### src/uart_pkg.sv
package uart_pkg;

   // Serial frame geometry.
   localparam int DATA_W     = 8;
   localparam int CMD_W      = 16;
   localparam int FRAME_BITS = 11;            // Start, data, parity, stop.

   // Bit period in clocks.
   localparam int DIV_W = 16;
   localparam logic [DIV_W-1:0] DEFAULT_BAUD_DIV = 16'd16;
   localparam logic [DIV_W-1:0] MIN_BAUD_DIV     = 16'd4;

   // Register map.
   localparam int CFG_ADDR_W = 2;
   localparam logic [CFG_ADDR_W-1:0] REG_DIV    = 2'd0;
   localparam logic [CFG_ADDR_W-1:0] REG_CTRL   = 2'd1;
   localparam logic [CFG_ADDR_W-1:0] REG_STATUS = 2'd2;

   // Live configuration seen by both directions.
   typedef struct packed {
      logic [DIV_W-1:0] baud_div;             // Clocks per bit.
      logic             parity_odd;           // 1 selects odd parity.
   } uart_cfg_t;

   // One received frame.
   typedef struct packed {
      logic [DATA_W-1:0] data;
      logic              parity_err;          // Parity or stop bit bad.
   } rx_byte_t;

   // Frame parity bit for a given sense.
   function automatic logic frame_parity(
      input logic [DATA_W-1:0] data,
      input logic              odd
   );
      return (^data) ^ odd;
   endfunction

endpackage

### src/uart_cfg_regs.sv
`timescale 1ns/1ps

module uart_cfg_regs
   import uart_pkg::*;
(
   input  logic                  clk,
   input  logic                  rst_n,
   input  logic                  cfg_we,
   input  logic [CFG_ADDR_W-1:0] cfg_addr,
   input  logic [DIV_W-1:0]      cfg_wdata,
   output logic [DIV_W-1:0]      cfg_rdata,
   output uart_cfg_t             cfg,
   input  logic                  rx_strobe,
   input  logic                  rx_parity_err
);

   uart_cfg_t cfg_q;
   logic      err_q;
   logic      wr_div;
   logic      wr_ctrl;
   logic      wr_status;

   assign wr_div    = cfg_we && (cfg_addr == REG_DIV);
   assign wr_ctrl   = cfg_we && (cfg_addr == REG_CTRL);
   assign wr_status = cfg_we && (cfg_addr == REG_STATUS);

   always_ff @(posedge clk or negedge rst_n)
   begin
      if (!rst_n)
      begin
         cfg_q.baud_div   <= DEFAULT_BAUD_DIV;
         cfg_q.parity_odd <= 1'b1;
      end
      else
      begin
         if (wr_div)
         begin
            // Too short a period would break the mid-bit sampling.
            if (cfg_wdata < MIN_BAUD_DIV)
               cfg_q.baud_div <= MIN_BAUD_DIV;
            else
               cfg_q.baud_div <= cfg_wdata;
         end
         if (wr_ctrl)
            cfg_q.parity_odd <= cfg_wdata[0];
      end
   end

   always_ff @(posedge clk or negedge rst_n)
   begin
      if (!rst_n)
         err_q <= 1'b0;
      else if (rx_strobe && rx_parity_err)
         err_q <= 1'b1;                       // New error beats a clear.
      else if (wr_status)
         err_q <= 1'b0;
   end

   always_comb
   begin
      cfg_rdata = '0;
      case (cfg_addr)
         REG_DIV:    cfg_rdata = cfg_q.baud_div;
         REG_CTRL:   cfg_rdata[0] = cfg_q.parity_odd;
         REG_STATUS: cfg_rdata[0] = err_q;
         default:    cfg_rdata = '0;
      endcase
   end

   assign cfg = cfg_q;

endmodule

### src/uart_tx.sv
`timescale 1ns/1ps

module uart_tx
   import uart_pkg::*;
(
   input  logic             clk,
   input  logic             rst_n,
   input  uart_cfg_t        cfg,
   input  logic [CMD_W-1:0] cmd_in,
   input  logic             cmd_vld,
   output logic             cmd_rdy,
   output logic             tx
);

   localparam int IMG_W = 2 * FRAME_BITS;

   logic [DATA_W-1:0] byte_hi;
   logic [DATA_W-1:0] byte_lo;
   logic [IMG_W-1:0]  image;
   logic [IMG_W-1:0]  shreg;
   logic [DIV_W-1:0]  div_q;
   logic [DIV_W-1:0]  cnt;
   logic [4:0]        bit_idx;
   logic              busy;
   logic              accept;
   logic              bit_end;
   logic              last_bit;

   assign byte_hi = cmd_in[CMD_W-1:DATA_W];
   assign byte_lo = cmd_in[DATA_W-1:0];

   // Both frames, high byte first, MSB of each byte first.
   assign image = {1'b0, byte_hi, frame_parity(byte_hi, cfg.parity_odd), 1'b1,
                   1'b0, byte_lo, frame_parity(byte_lo, cfg.parity_odd), 1'b1};

   assign accept   = cmd_vld && !busy;
   assign bit_end  = (cnt == '0);
   assign last_bit = (bit_idx == 5'(IMG_W - 1));
   assign cmd_rdy  = !busy;

   always_ff @(posedge clk or negedge rst_n)
   begin
      if (!rst_n)
      begin
         busy    <= 1'b0;
         tx      <= 1'b1;
         cnt     <= '0;
         bit_idx <= '0;
      end
      else if (accept)
      begin
         busy    <= 1'b1;
         tx      <= image[IMG_W-1];           // Start bit of the high frame.
         cnt     <= cfg.baud_div - 1'b1;
         bit_idx <= '0;
      end
      else if (busy)
      begin
         if (bit_end)
         begin
            if (last_bit)
            begin
               busy <= 1'b0;
               tx   <= 1'b1;
            end
            else
            begin
               tx      <= shreg[IMG_W-1];
               cnt     <= div_q - 1'b1;
               bit_idx <= bit_idx + 1'b1;
            end
         end
         else
         begin
            cnt <= cnt - 1'b1;
         end
      end
   end

   // Frame image and period, taken at acceptance.
   always_ff @(posedge clk)
   begin
      if (accept)
      begin
         shreg <= {image[IMG_W-2:0], 1'b1};
         div_q <= cfg.baud_div;
      end
      else if (busy && bit_end)
      begin
         shreg <= {shreg[IMG_W-2:0], 1'b1};
      end
   end

endmodule

### src/uart_rx.sv
`timescale 1ns/1ps

module uart_rx
   import uart_pkg::*;
(
   input  logic      clk,
   input  logic      rst_n,
   input  uart_cfg_t cfg,
   input  logic      rx,
   output logic      rx_strobe,
   output rx_byte_t  rx_byte
);

   typedef enum logic [2:0] {
      ST_IDLE,
      ST_START,
      ST_DATA,
      ST_PARITY,
      ST_STOP
   } rx_state_t;

   rx_state_t         state;
   logic              rx_s1;
   logic              rx_s2;
   logic              rx_d;
   logic [DIV_W-1:0]  cnt;
   logic [2:0]        bit_cnt;
   logic [DATA_W-1:0] shreg;
   logic              par_bit;
   logic              sample;
   logic              par_bad;

   assign sample  = (cnt == '0);
   assign par_bad = (par_bit != frame_parity(shreg, cfg.parity_odd));

   // Two flops for the async line plus one for edge detection.
   always_ff @(posedge clk or negedge rst_n)
   begin
      if (!rst_n)
      begin
         rx_s1 <= 1'b1;
         rx_s2 <= 1'b1;
         rx_d  <= 1'b1;
      end
      else
      begin
         rx_s1 <= rx;
         rx_s2 <= rx_s1;
         rx_d  <= rx_s2;
      end
   end

   always_ff @(posedge clk or negedge rst_n)
   begin
      if (!rst_n)
      begin
         state     <= ST_IDLE;
         cnt       <= '0;
         bit_cnt   <= '0;
         rx_strobe <= 1'b0;
         rx_byte   <= '0;
      end
      else
      begin
         rx_strobe <= 1'b0;
         if (state != ST_IDLE)
            cnt <= sample ? cfg.baud_div - 1'b1 : cnt - 1'b1;
         case (state)
            ST_IDLE:
               if (rx_d && !rx_s2)
               begin
                  state <= ST_START;
                  cnt   <= (cfg.baud_div >> 1) - 1'b1;   // Half a bit.
               end
            ST_START:
               if (sample)
               begin
                  state   <= rx_s2 ? ST_IDLE : ST_DATA;  // High here is a glitch.
                  bit_cnt <= '0;
               end
            ST_DATA:
               if (sample)
               begin
                  bit_cnt <= bit_cnt + 1'b1;
                  if (bit_cnt == 3'(DATA_W - 1))
                     state <= ST_PARITY;
               end
            ST_PARITY:
               if (sample)
                  state <= ST_STOP;
            ST_STOP:
               if (sample)
               begin
                  state              <= ST_IDLE;
                  rx_strobe          <= 1'b1;
                  rx_byte.data       <= shreg;
                  rx_byte.parity_err <= par_bad || !rx_s2;  // Low stop counts too.
               end
            default:
               state <= ST_IDLE;
         endcase
      end
   end

   // Data and parity capture.
   always_ff @(posedge clk)
   begin
      if (sample && state == ST_DATA)
         shreg <= {shreg[DATA_W-2:0], rx_s2};
      if (sample && state == ST_PARITY)
         par_bit <= rx_s2;
   end

endmodule

### src/uart_top.sv
`timescale 1ns/1ps

module uart_top
   import uart_pkg::*;
(
   input  logic                  clk,
   input  logic                  rst_n,
   input  logic [CMD_W-1:0]      cmd_in,
   input  logic                  cmd_vld,
   output logic                  cmd_rdy,
   output logic                  tx,
   input  logic                  rx,
   output logic                  read_rdy,
   output logic [DATA_W-1:0]     read_data,
   input  logic                  cfg_we,
   input  logic [CFG_ADDR_W-1:0] cfg_addr,
   input  logic [DIV_W-1:0]      cfg_wdata,
   output logic [DIV_W-1:0]      cfg_rdata
);

   uart_cfg_t cfg;
   rx_byte_t  rx_byte;
   logic      rx_strobe;

   uart_cfg_regs cfg0 (
      .clk           (clk),
      .rst_n         (rst_n),
      .cfg_we        (cfg_we),
      .cfg_addr      (cfg_addr),
      .cfg_wdata     (cfg_wdata),
      .cfg_rdata     (cfg_rdata),
      .cfg           (cfg),
      .rx_strobe     (rx_strobe),
      .rx_parity_err (rx_byte.parity_err)
   );

   uart_tx tx0 (
      .clk     (clk),
      .rst_n   (rst_n),
      .cfg     (cfg),
      .cmd_in  (cmd_in),
      .cmd_vld (cmd_vld),
      .cmd_rdy (cmd_rdy),
      .tx      (tx)
   );

   uart_rx rx0 (
      .clk       (clk),
      .rst_n     (rst_n),
      .cfg       (cfg),
      .rx        (rx),
      .rx_strobe (rx_strobe),
      .rx_byte   (rx_byte)
   );

   assign read_rdy  = rx_strobe;
   assign read_data = rx_byte.data;          // Held until the next strobe.

endmodule

### config.mk
export PLATFORM = sky130hd
export DESIGN_NAME = uart_top
export DESIGN_NICKNAME = d
export VERILOG_FILES = /design/src/uart_pkg.sv /design/src/uart_cfg_regs.sv /design/src/uart_tx.sv /design/src/uart_rx.sv /design/src/uart_top.sv
export SDC_FILE = /design/constraint.sdc
export NUM_CORES = 1
export LEC_CHECK = 0
export BUFFER_PORTS_ARGS = -buffer_cell sky130_fd_sc_hd__buf_2
export CAP_MARGIN = 25
export CORE_UTILIZATION = 60
export DETAILED_ROUTE_END_ITERATION = 10
export HOLD_SLACK_MARGIN = 0.08
export PLACE_DENSITY = 0.81
export SYNTH_ARGS = -nofsm -noshare
export SYNTH_HDL_FRONTEND = slang
export SYNTH_SLANG_ARGS = --single-unit
### constraint.sdc
create_clock -name clk -period 2.8 [get_ports clk]
set_input_delay 0.28 -clock clk [delete_from_list [all_inputs] [get_ports clk]]
set_output_delay 0.28 -clock clk [all_outputs]
set_load 0.02 [all_outputs]
==> results of run 1 <==
## flip-flops by register name, indices dropped and copies added, names as in the netlist, 3 cells and up
signal,flops
rx0.rx_byte,9
tx0.bit_idx,5
rx0.bit_cnt,3
rx0.cnt,16
rx0.shreg,8
cfg0.cfg,17
tx0.cnt,16
rx0.state,3
tx0.div_q,16
tx0.shreg,20
## placed cells by master, fill, tap and decap left out, types with 4 or more instances in the layout
master | synthesis | routed
a21oi_1 | 42 | 42
nor3b_1 | 5 | 5
nor4_1 | 10 | 10
nor2b_1 | 6 | 6
nor3_1 | 23 | 23
buf_4 | 1 | 23
dfrtp_1 | 70 | 70
clkbuf_16 | 0 | 17
o22ai_1 | 7 | 7
nand2b_1 | 4 | 4
nand2_1 | 61 | 61
nor2_1 | 69 | 69
buf_2 | 4 | 64
dfstp_2 | 6 | 6
xnor2_1 | 52 | 52
mux2_2 | 22 | 22
nand3_1 | 13 | 13
a22o_1 | 20 | 20
o211ai_1 | 11 | 11
nor4_4 | 4 | 4
edfxtp_1 | 43 | 43
or3_1 | 8 | 8
xor2_1 | 22 | 22
and2_1 | 15 | 15
clkinv_2 | 0 | 4
inv_1 | 13 | 13
nand4_1 | 7 | 7
a21o_1 | 4 | 4
o21ai_0 | 28 | 28
ha_1 | 10 | 10
## metal layers
layer | vias to the layer above | global-route usage [%] | part of all wire, %
met3 | 35 | 8.73 | 6.5
met4 | 0 | 12.4 | 2.4
met2 | 240 | 50.6 | 47
li1 | 2622 | - | -
met1 | 2789 | 44.1 | 44
met5 | - | 0 | 0
## cells by family (layout without fill, tap and decap cells)
group                      after synthesis  after routing  synth area share (%)
muxes                                   26             26                  4.24
AOI/OAI and AO/OA                      145            145                  14.2
and+or+nand+nor                        258            258                  20.6
adders and majority gates               10             10                  1.81
buffers and inverters                   46            136                  2.76
DFF                                    121            121                  46.9
xor gates and xnor gates                74             74                  9.39
## final timing paths
path	end	cells after the start	slack (ns)	start
worst max-delay path	tx0.cnt[10]	10	0.17	tx0.cnt[12]
worst min-delay path	cfg0.cfg[13]	2	0.11	cfg_wdata[12]
worst max register to register	tx0.cnt[10]	10	0.17	tx0.cnt[12]
worst min register to register	rx0.rx_s2	0	0.36	rx0.rx_s1
max in group asynchronous	rx0.rx_d	3	1.84	rst_n
min in group asynchronous	rx0.cnt[2]	2	0.33	rst_n
## power breakdown
group | total [uW] | internal, uW | switching, uW | leakage [uW]
Combinational | 1710 | 780 | 927 | 0.00171
Clock | 2110 | 1300 | 814 | 0.000272
Sequential | 2690 | 2160 | 530 | 0.00134
## worst max-delay path: cells and delay by family (launching register included)
family / cells / cell delay [ns]
compound gates: 3 / 0.59
fa+ha+maj: 1 / 0.22
flops: 1 / 0.41
simple gates: 6 / 1.31
## repair_timing
item                       4_1_cts  5_1_grt
hold endpoints to repair        62        0
setup endpoints to repair        0        1
hold buffers                     2        0
## stage by stage
stage               hold WS, ns  instances  power (uW)  util, %
CTS                       0.101        909        6470     72.7
global placement          0.347        875        4290     67.4
global route              0.107        910        6800     72.9
floorplan               -0.0156        680        3820        -
finish                    0.111        910        6510     72.9
detailed placement        0.353        875        4360     67.4
## cell type report
| type | instances | share of cell area (%) |
|---|---|---|
| multi-input cells | 513 | 43.2 |
| flip-flops and latches | 121 | 40.3 |
| repair buffers | 90 | 6.72 |
| clock buffers | 19 | 5.38 |
| well taps | 140 | 2.18 |
| clock inverters | 13 | 1.60 |
| inverters | 14 | 0.653 |
==> results_tabular.tex, run 1 <==
\begin{tabular}{lr}
\hline
Metric & Value \\
\hline
\multicolumn{2}{l}{\textbf{Clock tree}} \\
\quad Clock tree sinks & 121 \\
\quad Clock slew at the register clock pins of the worst setup and hold paths & 0.06 ns \\
\quad Depth of the CTS H-tree & 4 \\
\quad Root Driver & clkbuf\_16 \\
\quad Clock buffers created by TritonCTS & 17 \\
\quad Total of cells resized after clock tree synthesis & 0 \\
\quad Post-CTS Setup Inserts & 0 \\
\quad Maximum buffer depth of the clock tree & 2 \\
\quad Worst-skew pair later-pin latency & 0.42 ns \\
\quad Clock tree from TritonCTS & done \\
\multicolumn{2}{l}{\textbf{Synthesis}} \\
\quad Async S/R FF share, synth & 62.8\% \\
\quad Mean instance size in the synthesized netlist & 10.2 um2 \\
\quad Count leader, synth & dfrtp\_1 \\
\quad Count of cell types in the netlist & 79 \\
\quad Synth top area cells & dfrtp\_1 25\%, edfxtp\_1 19\%, xnor2\_1 6.6\% \\
\quad Number of synthesized flops with an enable pin & 43 \\
\quad Number of nets in the synthesized netlist & 729 \\
\quad Commonest cells in the netlist & 70 x dfrtp\_1, 69 x nor2\_1, 61 x nand2\_1 \\
\quad Dominant register cell in the synthesized netlist & dfrtp\_1 \\
\quad Post-Syn Instances & 680 \\
\quad Cell taking the most area after synthesis & dfrtp\_1 \\
\quad Share of the yosys chip area belonging to registers & 46.9\% \\
\quad Top cell type's share of synthesized area & 25.4\% \\
\quad Synth warn & 0 \\
\quad Cell area after synthesis & 0.00690 mm2 \\
\quad Number of synthesized register bits & 121 \\
\multicolumn{2}{l}{\textbf{Floorplanning}} \\
\quad Initial core utilization & 62.6\% \\
\quad Total die area & 0.0119 mm2 \\
\quad DIE HEIGHT & 109 um \\
\quad Area of the core & 0.0110 mm2 \\
\quad Standard-cell rows & 38 \\
\quad Width of the die & 109 um \\
\quad Ports & 66 \\
\multicolumn{2}{l}{\textbf{Global route}} \\
\quad Wire length of the first global-routing pass & 28800 um \\
\quad Leftover overflow at the end of global routing & 0 \\
\quad Maximum number of pins on one net before global-route repair & 77 \\
\quad Number of global-route vias before repair & 5556 \\
\quad Global-route usage over all layers & 32.7\% \\
\quad Number of antenna violations at the first check in global routing & 0 \\
\multicolumn{2}{l}{\textbf{Timing}} \\
\quad Measured slew at the worst slew-check pin & 0.896 ns \\
\quad Unrepaired setup endpoints after global routing & no \\
\quad Largest clock skew in the final design & 0.00739 ns \\
\quad Post-route setup TNS & 0 ns \\
\quad Number of pins with negative max-slew slack in the final report & 0 \\
\quad Ratio of final minimum period to clock period & 94.0\% \\
\quad Final setup vio count & 0 \\
\quad Maximum frequency from static timing analysis & 380 MHz \\
\quad Total count of hold-check failures in the final report & 0 \\
\quad Worst slew slack as a fraction of its limit & 40.2\% \\
\quad Final critical path time including I/O delays and setup & 2.63 ns \\
\quad PnR worst setup slack & 0.169 ns \\
\multicolumn{2}{l}{\textbf{Detailed routing}} \\
\quad Via count & 5686 \\
\quad Total Routed Length & 18300 um \\
\quad Vias per std cell & 6.25 \\
\quad ANT nets after route & 0 \\
\quad Wire per inst & 20.1 um \\
\quad Remaining design rule violation count & 0 \\
\quad DR iter-0 viols & 563 \\
\quad Drt first pass iters & 5 \\
\multicolumn{2}{l}{\textbf{Layout}} \\
\quad Area grow syn2layout & 16.5\% \\
\quad Area taken by multi-input logic gates & 0.00347 mm2 \\
\quad Number of fill cells & 773 \\
\quad Fraction of final layout cells sized beyond drive strength 1 & 22.2\% \\
\quad Nets@finish & 806 \\
\quad Antenna diode count & 0 \\
\quad Sequential cell area & 0.00324 mm2 \\
\quad Final Instance Area & 0.00804 mm2 \\
\multicolumn{2}{l}{\textbf{Worst setup path}} \\
\quad Most frequent cell on the critical path & a21oi\_1 \\
\quad Type of the worst setup path & register to register \\
\quad Data arrival time of the critical path & 2.94 ns \\
\quad Worst EP required & 3.11 ns \\
\quad Ordered list of cells on the worst path & nor4\_4 -> nand4\_4 -> nor2\_8 -> a21oi\_1 -> ha\_1 -> nand3b\_1 -> nor2\_1 -> a221o\_1 -> a21oi\_1 -> nor3\_1 \\
\quad Kind of end point of the critical path & register \\
\quad Startpoint types & register \\
\quad CP max stage cell & nor4\_4 \\
\quad Largest stage delay on the critical path & 0.50 ns \\
\quad Largest driver fanout on the critical path & 11 \\
\multicolumn{2}{l}{\textbf{Placed design}} \\
\quad Final weighted congestion in routability-driven placement & 0.881 \\
\quad Detailed Place HPWL & 12800 um \\
\quad Number of input and output port buffers inserted & 65 \\
\quad Dpl ws & 0.179 ns \\
\quad Placed Area & 0.00743 mm2 \\
\multicolumn{2}{l}{\textbf{Power and ir drop}} \\
\quad Pwr Density & 809 mW/mm2 \\
\quad Leakage power summed over all cells & 0.00332 uW \\
\quad Worst IR Drop VDD & 0.704 mV \\
\multicolumn{2}{l}{\textbf{Min path}} \\
\quad Hold crit path type & input pin to register \\
\multicolumn{2}{l}{\textbf{Outcome}} \\
\quad Outcome & finished clean \\
\multicolumn{2}{l}{\textbf{Flow run}} \\
\quad Max\_cap viols & 0 \\
\hline
\end{tabular}
Note: power is estimated with default switching activity, not from simulation.
==> inputs of run 2 (changes only) <==
--- a/config.mk
+++ b/config.mk
@@ -13,4 +13,5 @@
 export PLACE_DENSITY = 0.81
 export SYNTH_ARGS = -nofsm -noshare
 export SYNTH_HDL_FRONTEND = slang
+export SYNTH_HIERARCHICAL = 1
 export SYNTH_SLANG_ARGS = --single-unit
==> results_tabular.tex, run 2 <==
\begin{tabular}{lr}
\hline
Metric & Value \\
\hline
\multicolumn{2}{l}{\textbf{Outcome}} \\
\quad Outcome & finished clean \\
\multicolumn{2}{l}{\textbf{Power and ir drop}} \\
\quad Post-route total power & 6240 uW (-4.1\%) \\
\quad Leakage power summed over all cells & 0.00334 uW (+0.42\%) \\
\quad Pwr Density & 758 mW/mm2 (-6.4\%) \\
\quad Worst IR Drop VDD & 0.670 mV (-4.8\%) \\
\multicolumn{2}{l}{\textbf{Layout}} \\
\quad Most frequent cells in the layout & 70 x dfrtp\_1, 64 x buf\_2, 63 x nand2\_1 \\
\quad Largest register by flop count & tx0/shreg \\
\quad Nets@finish & 809 (+0.37\%) \\
\quad Flip-flop count of the largest register after layout & 20 (unchanged) \\
\quad Antenna diode count & 0 (unchanged) \\
\quad Area grow syn2layout & 17.8\% \\
\quad Commonest non-fill, non-tap cell in the layout & dfrtp\_1 \\
\quad Fraction of final layout cells sized beyond drive strength 1 & 25.1\% (+2.9 points) \\
\quad Number of fill cells & 809 (+4.7\%) \\
\multicolumn{2}{l}{\textbf{Global route}} \\
\quad Wire length of the first global-routing pass & 28700 um (about the same) \\
\quad Maximum number of pins on one net before global-route repair & 77 (unchanged) \\
\quad Number of antenna violations at the first check in global routing & 0 (unchanged) \\
\quad Leftover overflow at the end of global routing & 0 (unchanged) \\
\quad Global-route usage over all layers & 31.9\% (-0.81 points) \\
\quad Number of global-route vias before repair & 5665 (+2.0\%) \\
\multicolumn{2}{l}{\textbf{Detailed routing}} \\
\quad ANT nets after route & 0 (unchanged) \\
\quad Total Routed Length & 18000 um (-2.1\%) \\
\quad Vias per std cell & 6.47 (+3.5\%) \\
\quad DR iter-0 viols & 641 (+14\%) \\
\quad Drt first pass iters & 5 (unchanged) \\
\quad Remaining design rule violation count & 0 (unchanged) \\
\quad Via count & 5943 (+4.5\%) \\
\quad Wire per inst & 19.5 um (-3.0\%) \\
\multicolumn{2}{l}{\textbf{Clock tree}} \\
\quad Root Driver & clkbuf\_16 \\
\quad Maximum buffer depth of the clock tree & 2 (unchanged) \\
\quad Clock slew at the register clock pins of the worst setup and hold paths & 0.06 ns (about the same) \\
\quad Worst-skew pair later-pin latency & 0.43 ns (about the same) \\
\quad Clock buffers created by TritonCTS & 17 (unchanged) \\
\quad Clock tree from TritonCTS & done \\
\quad Clock tree sinks & 121 (unchanged) \\
\quad Depth of the CTS H-tree & 4 (unchanged) \\
\multicolumn{2}{l}{\textbf{Worst setup path}} \\
\quad Largest driver fanout on the critical path & 9 (-2) \\
\quad Kind of end point of the critical path & register \\
\quad Startpoint types & register \\
\quad Worst EP required & 3.17 ns (+0.06 ns) \\
\quad Type of the worst setup path & register to register \\
\quad Data arrival time of the critical path & 3.02 ns (+0.08 ns) \\
\multicolumn{2}{l}{\textbf{Timing}} \\
\quad Measured slew at the worst slew-check pin & 0.831 ns (-0.0644 ns) \\
\quad Number of pins with negative max-slew slack in the final report & 0 (unchanged) \\
\quad Largest clock skew in the final design & 0.00939 ns (+0.00200 ns) \\
\quad Final setup vio count & 0 (unchanged) \\
\quad Total count of hold-check failures in the final report & 0 (unchanged) \\
\quad Maximum frequency from static timing analysis & 378 MHz (-0.68\%) \\
\quad Final critical path time including I/O delays and setup & 2.65 ns (+0.0180 ns) \\
\quad Ratio of final minimum period to clock period & 94.6\% (+0.64 points) \\
\quad Worst slew slack as a fraction of its limit & 44.6\% (+4.4 points) \\
\quad Unrepaired setup endpoints after global routing & yes \\
\quad PnR worst setup slack & 0.151 ns (-0.0180 ns) \\
\multicolumn{2}{l}{\textbf{Placed design}} \\
\quad Number of input and output port buffers inserted & 65 (unchanged) \\
\quad Dpl ws & 0.192 ns (+0.0131 ns) \\
\quad Detailed Place HPWL & 12100 um (-5.3\%) \\
\quad Final weighted congestion in routability-driven placement & 0.966 (+9.6\%) \\
\multicolumn{2}{l}{\textbf{Floorplanning}} \\
\quad Standard-cell rows & 39 (+2.6\%) \\
\quad Ports & 66 (unchanged) \\
\quad DIE HEIGHT & 110 um (+0.62\%) \\
\quad Area of the core & 0.0114 mm2 (+3.1\%) \\
\quad Initial core utilization & 61.5\% (-1.1 points) \\
\quad Total die area & 0.0121 mm2 (+1.2\%) \\
\quad Width of the die & 110 um (+0.62\%) \\
\multicolumn{2}{l}{\textbf{Synthesis}} \\
\quad Post-Syn Instances & 679 (-0.15\%) \\
\quad Top cell type's share of synthesized area & 25.1\% (-0.32 points) \\
\quad Count leader, synth & dfrtp\_1 \\
\quad Mean instance size in the synthesized netlist & 10.3 um2 (+1.4\%) \\
\quad Count of cell types in the netlist & 81 (+2.5\%) \\
\quad Number of synthesized flops with an enable pin & 43 (unchanged) \\
\quad Dominant register cell in the synthesized netlist & dfrtp\_1 \\
\quad Cell taking the most area after synthesis & dfrtp\_1 \\
\quad Commonest cells in the netlist & 70 x dfrtp\_1, 63 x nand2\_1, 52 x nor2\_1 \\
\quad Async S/R FF share, synth & 62.8\% (unchanged) \\
\quad Number of nets in the synthesized netlist & 725 (-0.55\%) \\
\quad Cell area after synthesis & 0.00699 mm2 (+1.3\%) \\
\quad Synth top area cells & dfrtp\_1 25\%, edfxtp\_1 18\%, xnor2\_1 4.1\% \\
\quad Synth warn & 6 (+6) \\
\quad Share of the yosys chip area belonging to registers & 46.4\% (-0.59 points) \\
\quad Number of synthesized register bits & 121 (unchanged) \\
\multicolumn{2}{l}{\textbf{Flow run}} \\
\quad Max\_cap viols & 0 (unchanged) \\
\multicolumn{2}{l}{\textbf{Min path}} \\
\quad Hold crit path type & input pin to register \\
\hline
\end{tabular}
run 2: cell types whose count changed after synthesis, moves of 7 or more:
| cell | before | now |
|---|---|---|
| nor2_1 | 69 | 52 |
| xnor2_1 | 52 | 33 |
| a31oi_1 | 2 | 12 |
| o21ai_0 | 28 | 36 |
| mux2_4 | 1 | 8 |
| a21oi_1 | 42 | 27 |
run 2: final timing paths:
check                               from        endpoint  slack [ns]  cells past startpoint
min in group asynchronous          rst_n  tx0/bit_idx[2]        0.21                      2
min                        cfg_wdata[10]    cfg0/cfg[11]         0.1                      2
max reg2reg                  rx0/cnt[10]     rx0/cnt[10]        0.15                     10
min reg2reg                    rx0/rx_s1       rx0/rx_s2        0.36                      0
max                          rx0/cnt[10]     rx0/cnt[10]        0.15                     10
max in group asynchronous          rst_n     cfg0/cfg[5]        2.00                      3
run 2: cell families after synthesis:
group	after synthesis	share of synthesized area (%)
mux	35	5.91
fa+ha+maj	7	1.25
buf+inv	46	3.28
simple gates	253	19.8
compound gates	168	17.3
flops	121	46.4
xor+xnor	49	6.14
run 2: per-stage QoR:
step	instances	util [%]	instance area, um2	TNS [ns]	hold slack (ns)
2_1_floorplan	679	-	7000	0	-0.0156
3_3_place_gp	884	66.7	7580	0	0.346
3_5_place_dp	884	66.7	7580	0	0.350
4_1_cts	918	72.1	8200	0	0.0851
5_1_grt	919	72.5	8240	-0.00143	0.0914
6_report	919	72.5	8240	0	0.0963
run 2: repair_timing:
action / CTS / global route
hold endpoints to repair: 71 / 0
hold buffers: 2 / 0
gates resized for setup: 0 / 3
buffers inserted: 0 / 0
setup endpoints to repair: 0 / 4
run 2: worst max-delay path, stage by stage, from the launching register on:
cell and delay (ns):
dfrtp_1 0.46, or3_2 0.58, nor2_4 0.23, a21oi_1 0.12, ha_1 0.26, nand3b_1 0.15
a211o_1 0.20, buf_4 0.15, nor3_1 0.05, o21ai_0 0.20, a31o_2 0.18
run 2: power breakdown:
group	leakage [uW]	switching, uW	internal (uW)
Clock	0.000294	894	1340
Combinational	0.00170	827	684
Sequential	0.00134	402	2100
run 2: final cells by class:
cell class	instances	area, um2	area share [%]
inverter	8	32.5	0.395
clock buffer	17	425	5.16
multi-input combinational	512	3530	42.9
timing repair buffer	103	651	7.90
tap	143	179	2.17
clock inverter	15	178	2.16
sequential	121	3240	39.3
run 2: per-layer routing:
| metal | track usage, % | vias to the layer above | part of all wire, % |
|---|---|---|---|
| li1 | - | 2718 | - |
| met1 | 40.9 | 2898 | 41 |
| met2 | 51.3 | 279 | 49 |
| met3 | 7.41 | 48 | 7.6 |
| met4 | 14.6 | 0 | 3.0 |
| met5 | 0 | - | 0 |
==> inputs of run 3 (changes only) <==
--- a/config.mk
+++ b/config.mk
@@ -11,6 +11,8 @@
 export DETAILED_ROUTE_END_ITERATION = 10
 export HOLD_SLACK_MARGIN = 0.08
 export PLACE_DENSITY = 0.81
+export RECOVER_POWER = 100
+export REMOVE_ABC_BUFFERS = 1
 export SYNTH_ARGS = -nofsm -noshare
 export SYNTH_HDL_FRONTEND = slang
 export SYNTH_HIERARCHICAL = 1
==> results_tabular.tex, run 3 (synthesized netlist as in run 2, its figures left out) <==
\begin{tabular}{lr}
\hline
Metric & Value \\
\hline
\multicolumn{2}{l}{\textbf{Global route}} \\
\quad Maximum number of pins on one net before global-route repair & 77 (unchanged) \\
\quad Global-route usage over all layers & 31.5\% (-0.41 points) \\
\quad Number of antenna violations at the first check in global routing & 0 (unchanged) \\
\quad Number of global-route vias before repair & 5741 (+1.3\%) \\
\quad Wire length of the first global-routing pass & 28500 um (-0.72\%) \\
\quad Leftover overflow at the end of global routing & 0 (unchanged) \\
\multicolumn{2}{l}{\textbf{Layout}} \\
\quad Largest register by flop count & tx0/shreg \\
\quad Area grow syn2layout & 15.6\% \\
\quad Antenna diode count & 0 (unchanged) \\
\quad Flip-flop count of the largest register after layout & 20 (unchanged) \\
\quad Most frequent cells in the layout & 67 x dfrtp\_1, 63 x nand2\_1, 51 x nor2\_1 \\
\quad Nets@finish & 803 (-0.74\%) \\
\quad Final Instance Area & 0.00808 mm2 (-1.9\%) \\
\quad Fraction of final layout cells sized beyond drive strength 1 & 20.0\% (-5.1 points) \\
\quad Post-Route Utilization & 71.1\% (-1.4 points) \\
\quad Commonest non-fill, non-tap cell in the layout & dfrtp\_1 \\
\multicolumn{2}{l}{\textbf{Timing}} \\
\quad Total count of hold-check failures in the final report & 0 (unchanged) \\
\quad Worst slew slack as a fraction of its limit & 47.4\% (+2.8 points) \\
\quad Final critical path time including I/O delays and setup & 2.68 ns (+0.0333 ns) \\
\quad Number of pins with negative max-slew slack in the final report & 0 (unchanged) \\
\quad Largest clock skew in the final design & 0.0103 ns (+0.000922 ns) \\
\quad Measured slew at the worst slew-check pin & 0.789 ns (-0.0417 ns) \\
\quad Unrepaired setup endpoints after global routing & no \\
\quad Ratio of final minimum period to clock period & 95.8\% (+1.2 points) \\
\quad Final setup vio count & 0 (unchanged) \\
\quad Maximum frequency from static timing analysis & 373 MHz (-1.2\%) \\
\quad Post-route setup TNS & 0 ns (unchanged) \\
\quad Hold slack final & 0.0966 ns (+0.000295 ns) \\
\multicolumn{2}{l}{\textbf{Detailed routing}} \\
\quad Via count & 5983 (+0.67\%) \\
\quad ANT nets after route & 0 (unchanged) \\
\quad Drt first pass iters & 5 (unchanged) \\
\quad Remaining design rule violation count & 0 (unchanged) \\
\quad DR iter-0 viols & 711 (+11\%) \\
\quad Total Routed Length & 18400 um (+2.7\%) \\
\quad Vias per std cell & 6.55 (+1.3\%) \\
\quad Wire per inst & 20.2 um (+3.3\%) \\
\multicolumn{2}{l}{\textbf{Power and ir drop}} \\
\quad Worst IR Drop VDD & 0.607 mV (-9.4\%) \\
\quad Leakage power summed over all cells & 0.00310 uW (-6.9\%) \\
\quad Pwr Density & 760 mW/mm2 (+0.22\%) \\
\multicolumn{2}{l}{\textbf{Placed design}} \\
\quad Detailed Place HPWL & 12200 um (+0.95\%) \\
\quad Placed Area & 0.00752 mm2 (-0.76\%) \\
\quad Number of input and output port buffers inserted & 65 (unchanged) \\
\quad Final weighted congestion in routability-driven placement & 0.899 (-6.9\%) \\
\multicolumn{2}{l}{\textbf{Worst setup path}} \\
\quad Most frequent cell on the critical path & a21oi\_1 \\
\quad Type of the worst setup path & register to register \\
\quad Family with the most delay on the worst path & simple AND/OR/NAND/NOR gates \\
\quad Buffers and inverters on the worst path & 0 (-1) \\
\quad Critical path launch point & tx0/cnt[1] \\
\quad Largest driver fanout on the critical path & 7 (-2) \\
\quad CP max stage cell & or3\_1 \\
\quad Worst EP required & 3.10 ns (-0.07 ns) \\
\quad Startpoint types & register \\
\quad Data arrival time of the critical path & 2.98 ns (-0.04 ns) \\
\quad Ordered list of cells on the worst path & or3\_1 -> nor2\_2 -> a21oi\_1 -> nor2\_1 -> a21oi\_1 -> ha\_1 -> o2111ai\_1 -> a21boi\_2 -> and2\_1 -> o32a\_1 \\
\quad Largest stage delay on the critical path & 0.54 ns (-0.04 ns) \\
\quad Reg2Reg Launch Point & tx0/cnt[1] \\
\quad Kind of end point of the critical path & register \\
\multicolumn{2}{l}{\textbf{Min path}} \\
\quad Hold crit path type & input pin to register \\
\quad Hold Startpoint & cfg\_wdata[9] \\
\multicolumn{2}{l}{\textbf{Floorplanning}} \\
\quad Standard-cell rows & 39 (unchanged) \\
\quad Ports & 66 (unchanged) \\
\quad Total die area & 0.0121 mm2 (unchanged) \\
\quad Area of the core & 0.0114 mm2 (unchanged) \\
\quad Width of the die & 110 um (unchanged) \\
\quad Initial core utilization & 61.5\% (unchanged) \\
\quad DIE HEIGHT & 110 um (unchanged) \\
\multicolumn{2}{l}{\textbf{Outcome}} \\
\quad Outcome & finished clean \\
\multicolumn{2}{l}{\textbf{Clock tree}} \\
\quad Maximum buffer depth of the clock tree & 2 (unchanged) \\
\quad Root Driver & clkbuf\_16 \\
\quad Clock tree from TritonCTS & done \\
\quad Clock tree sinks & 121 (unchanged) \\
\quad Depth of the CTS H-tree & 4 (unchanged) \\
\quad Worst-skew pair later-pin latency & 0.42 ns (about the same) \\
\quad Clock buffers created by TritonCTS & 17 (unchanged) \\
\quad Post-CTS Setup Inserts & 0 (unchanged) \\
\quad Clock slew at the register clock pins of the worst setup and hold paths & 0.06 ns (about the same) \\
\multicolumn{2}{l}{\textbf{Flow run}} \\
\quad Max\_cap viols & 0 (unchanged) \\
\hline
\end{tabular}
-- run 3: cell types whose count changed in the layout (fill, tap and decap cells not counted), moves of 7 or more --
cell	before	now
and2_1	18	8
clkbuf_1	0	31
buf_2	64	47
and2_0	0	10
mux2_1	0	7
mux2_4	8	1
buf_4	35	14
-- run 3: final timing paths --
path                       slack (ns)  cells past startpoint        endpoint
max in group asynchronous        1.52                      3     cfg0/cfg[0]
min in group asynchronous        0.44                      2  tx0/bit_idx[3]
setup / recovery                 0.12                     10      tx0/cnt[6]
hold reg to reg                  0.37                      0       rx0/rx_s2
setup reg to reg                 0.12                     10      tx0/cnt[6]
hold / removal                    0.1                      2    cfg0/cfg[10]
-- run 3: worst reg2reg max path, stage by stage (launching register included) --
cell and delay [ns]:
dfrtp_1 0.42, or3_1 0.54, nor2_2 0.23, a21oi_1 0.10, nor2_1 0.12, a21oi_1 0.07, ha_1 0.27, o2111ai_1 0.14
a21boi_2 0.15, and2_1 0.19, o32a_1 0.32
-- run 3: final cells by class --
| class | instances | area [um2] |
|---|---|---|
| clock buffers | 19 | 443 |
| clock inverters | 13 | 145 |
| multi-input cells | 512 | 3520 |
| inverters | 8 | 32.5 |
| flip-flops and latches | 121 | 3240 |
| fillers | 825 | 3290 |
| repair buffers | 97 | 515 |
| well taps | 143 | 179 |
-- run 3: what timing repair did --
action / in CTS / in global routing
endpoints found under the hold margin: 12 / 0
resized for setup: 0 / 14
endpoints found under the setup margin: 0 / 7
hold buffers: 2 / 0
-- run 3: routing by layer --
metal  vias to the layer above  wire (um)  GRT usage [%]
li1                       2710          -              -
met1                      2950       7550           38.8
met2                       277       9150           51.5
met3                        46       1120           8.30
met4                         0        609           15.0
met5                         -          0              0
-- run 3: metrics by stage --
step                total power [uW]  cells  setup WS (ns)
floorplan                       3460    641        -0.0750
CTS                             6130    912         0.0776
detailed placement              3940    878          0.162
global route                    6420    913         0.0138
global placement                3880    878          0.262
finish                          6140    913          0.118
-- run 3: report_power, final --
group,leakage (uW),total (uW),internal [uW],switching [uW]
sequential,0.00133,2520,2100,416
combinational,0.00149,1470,634,832
clock,0.000280,2160,1340,821
total,0.00310,6140,4070,2070
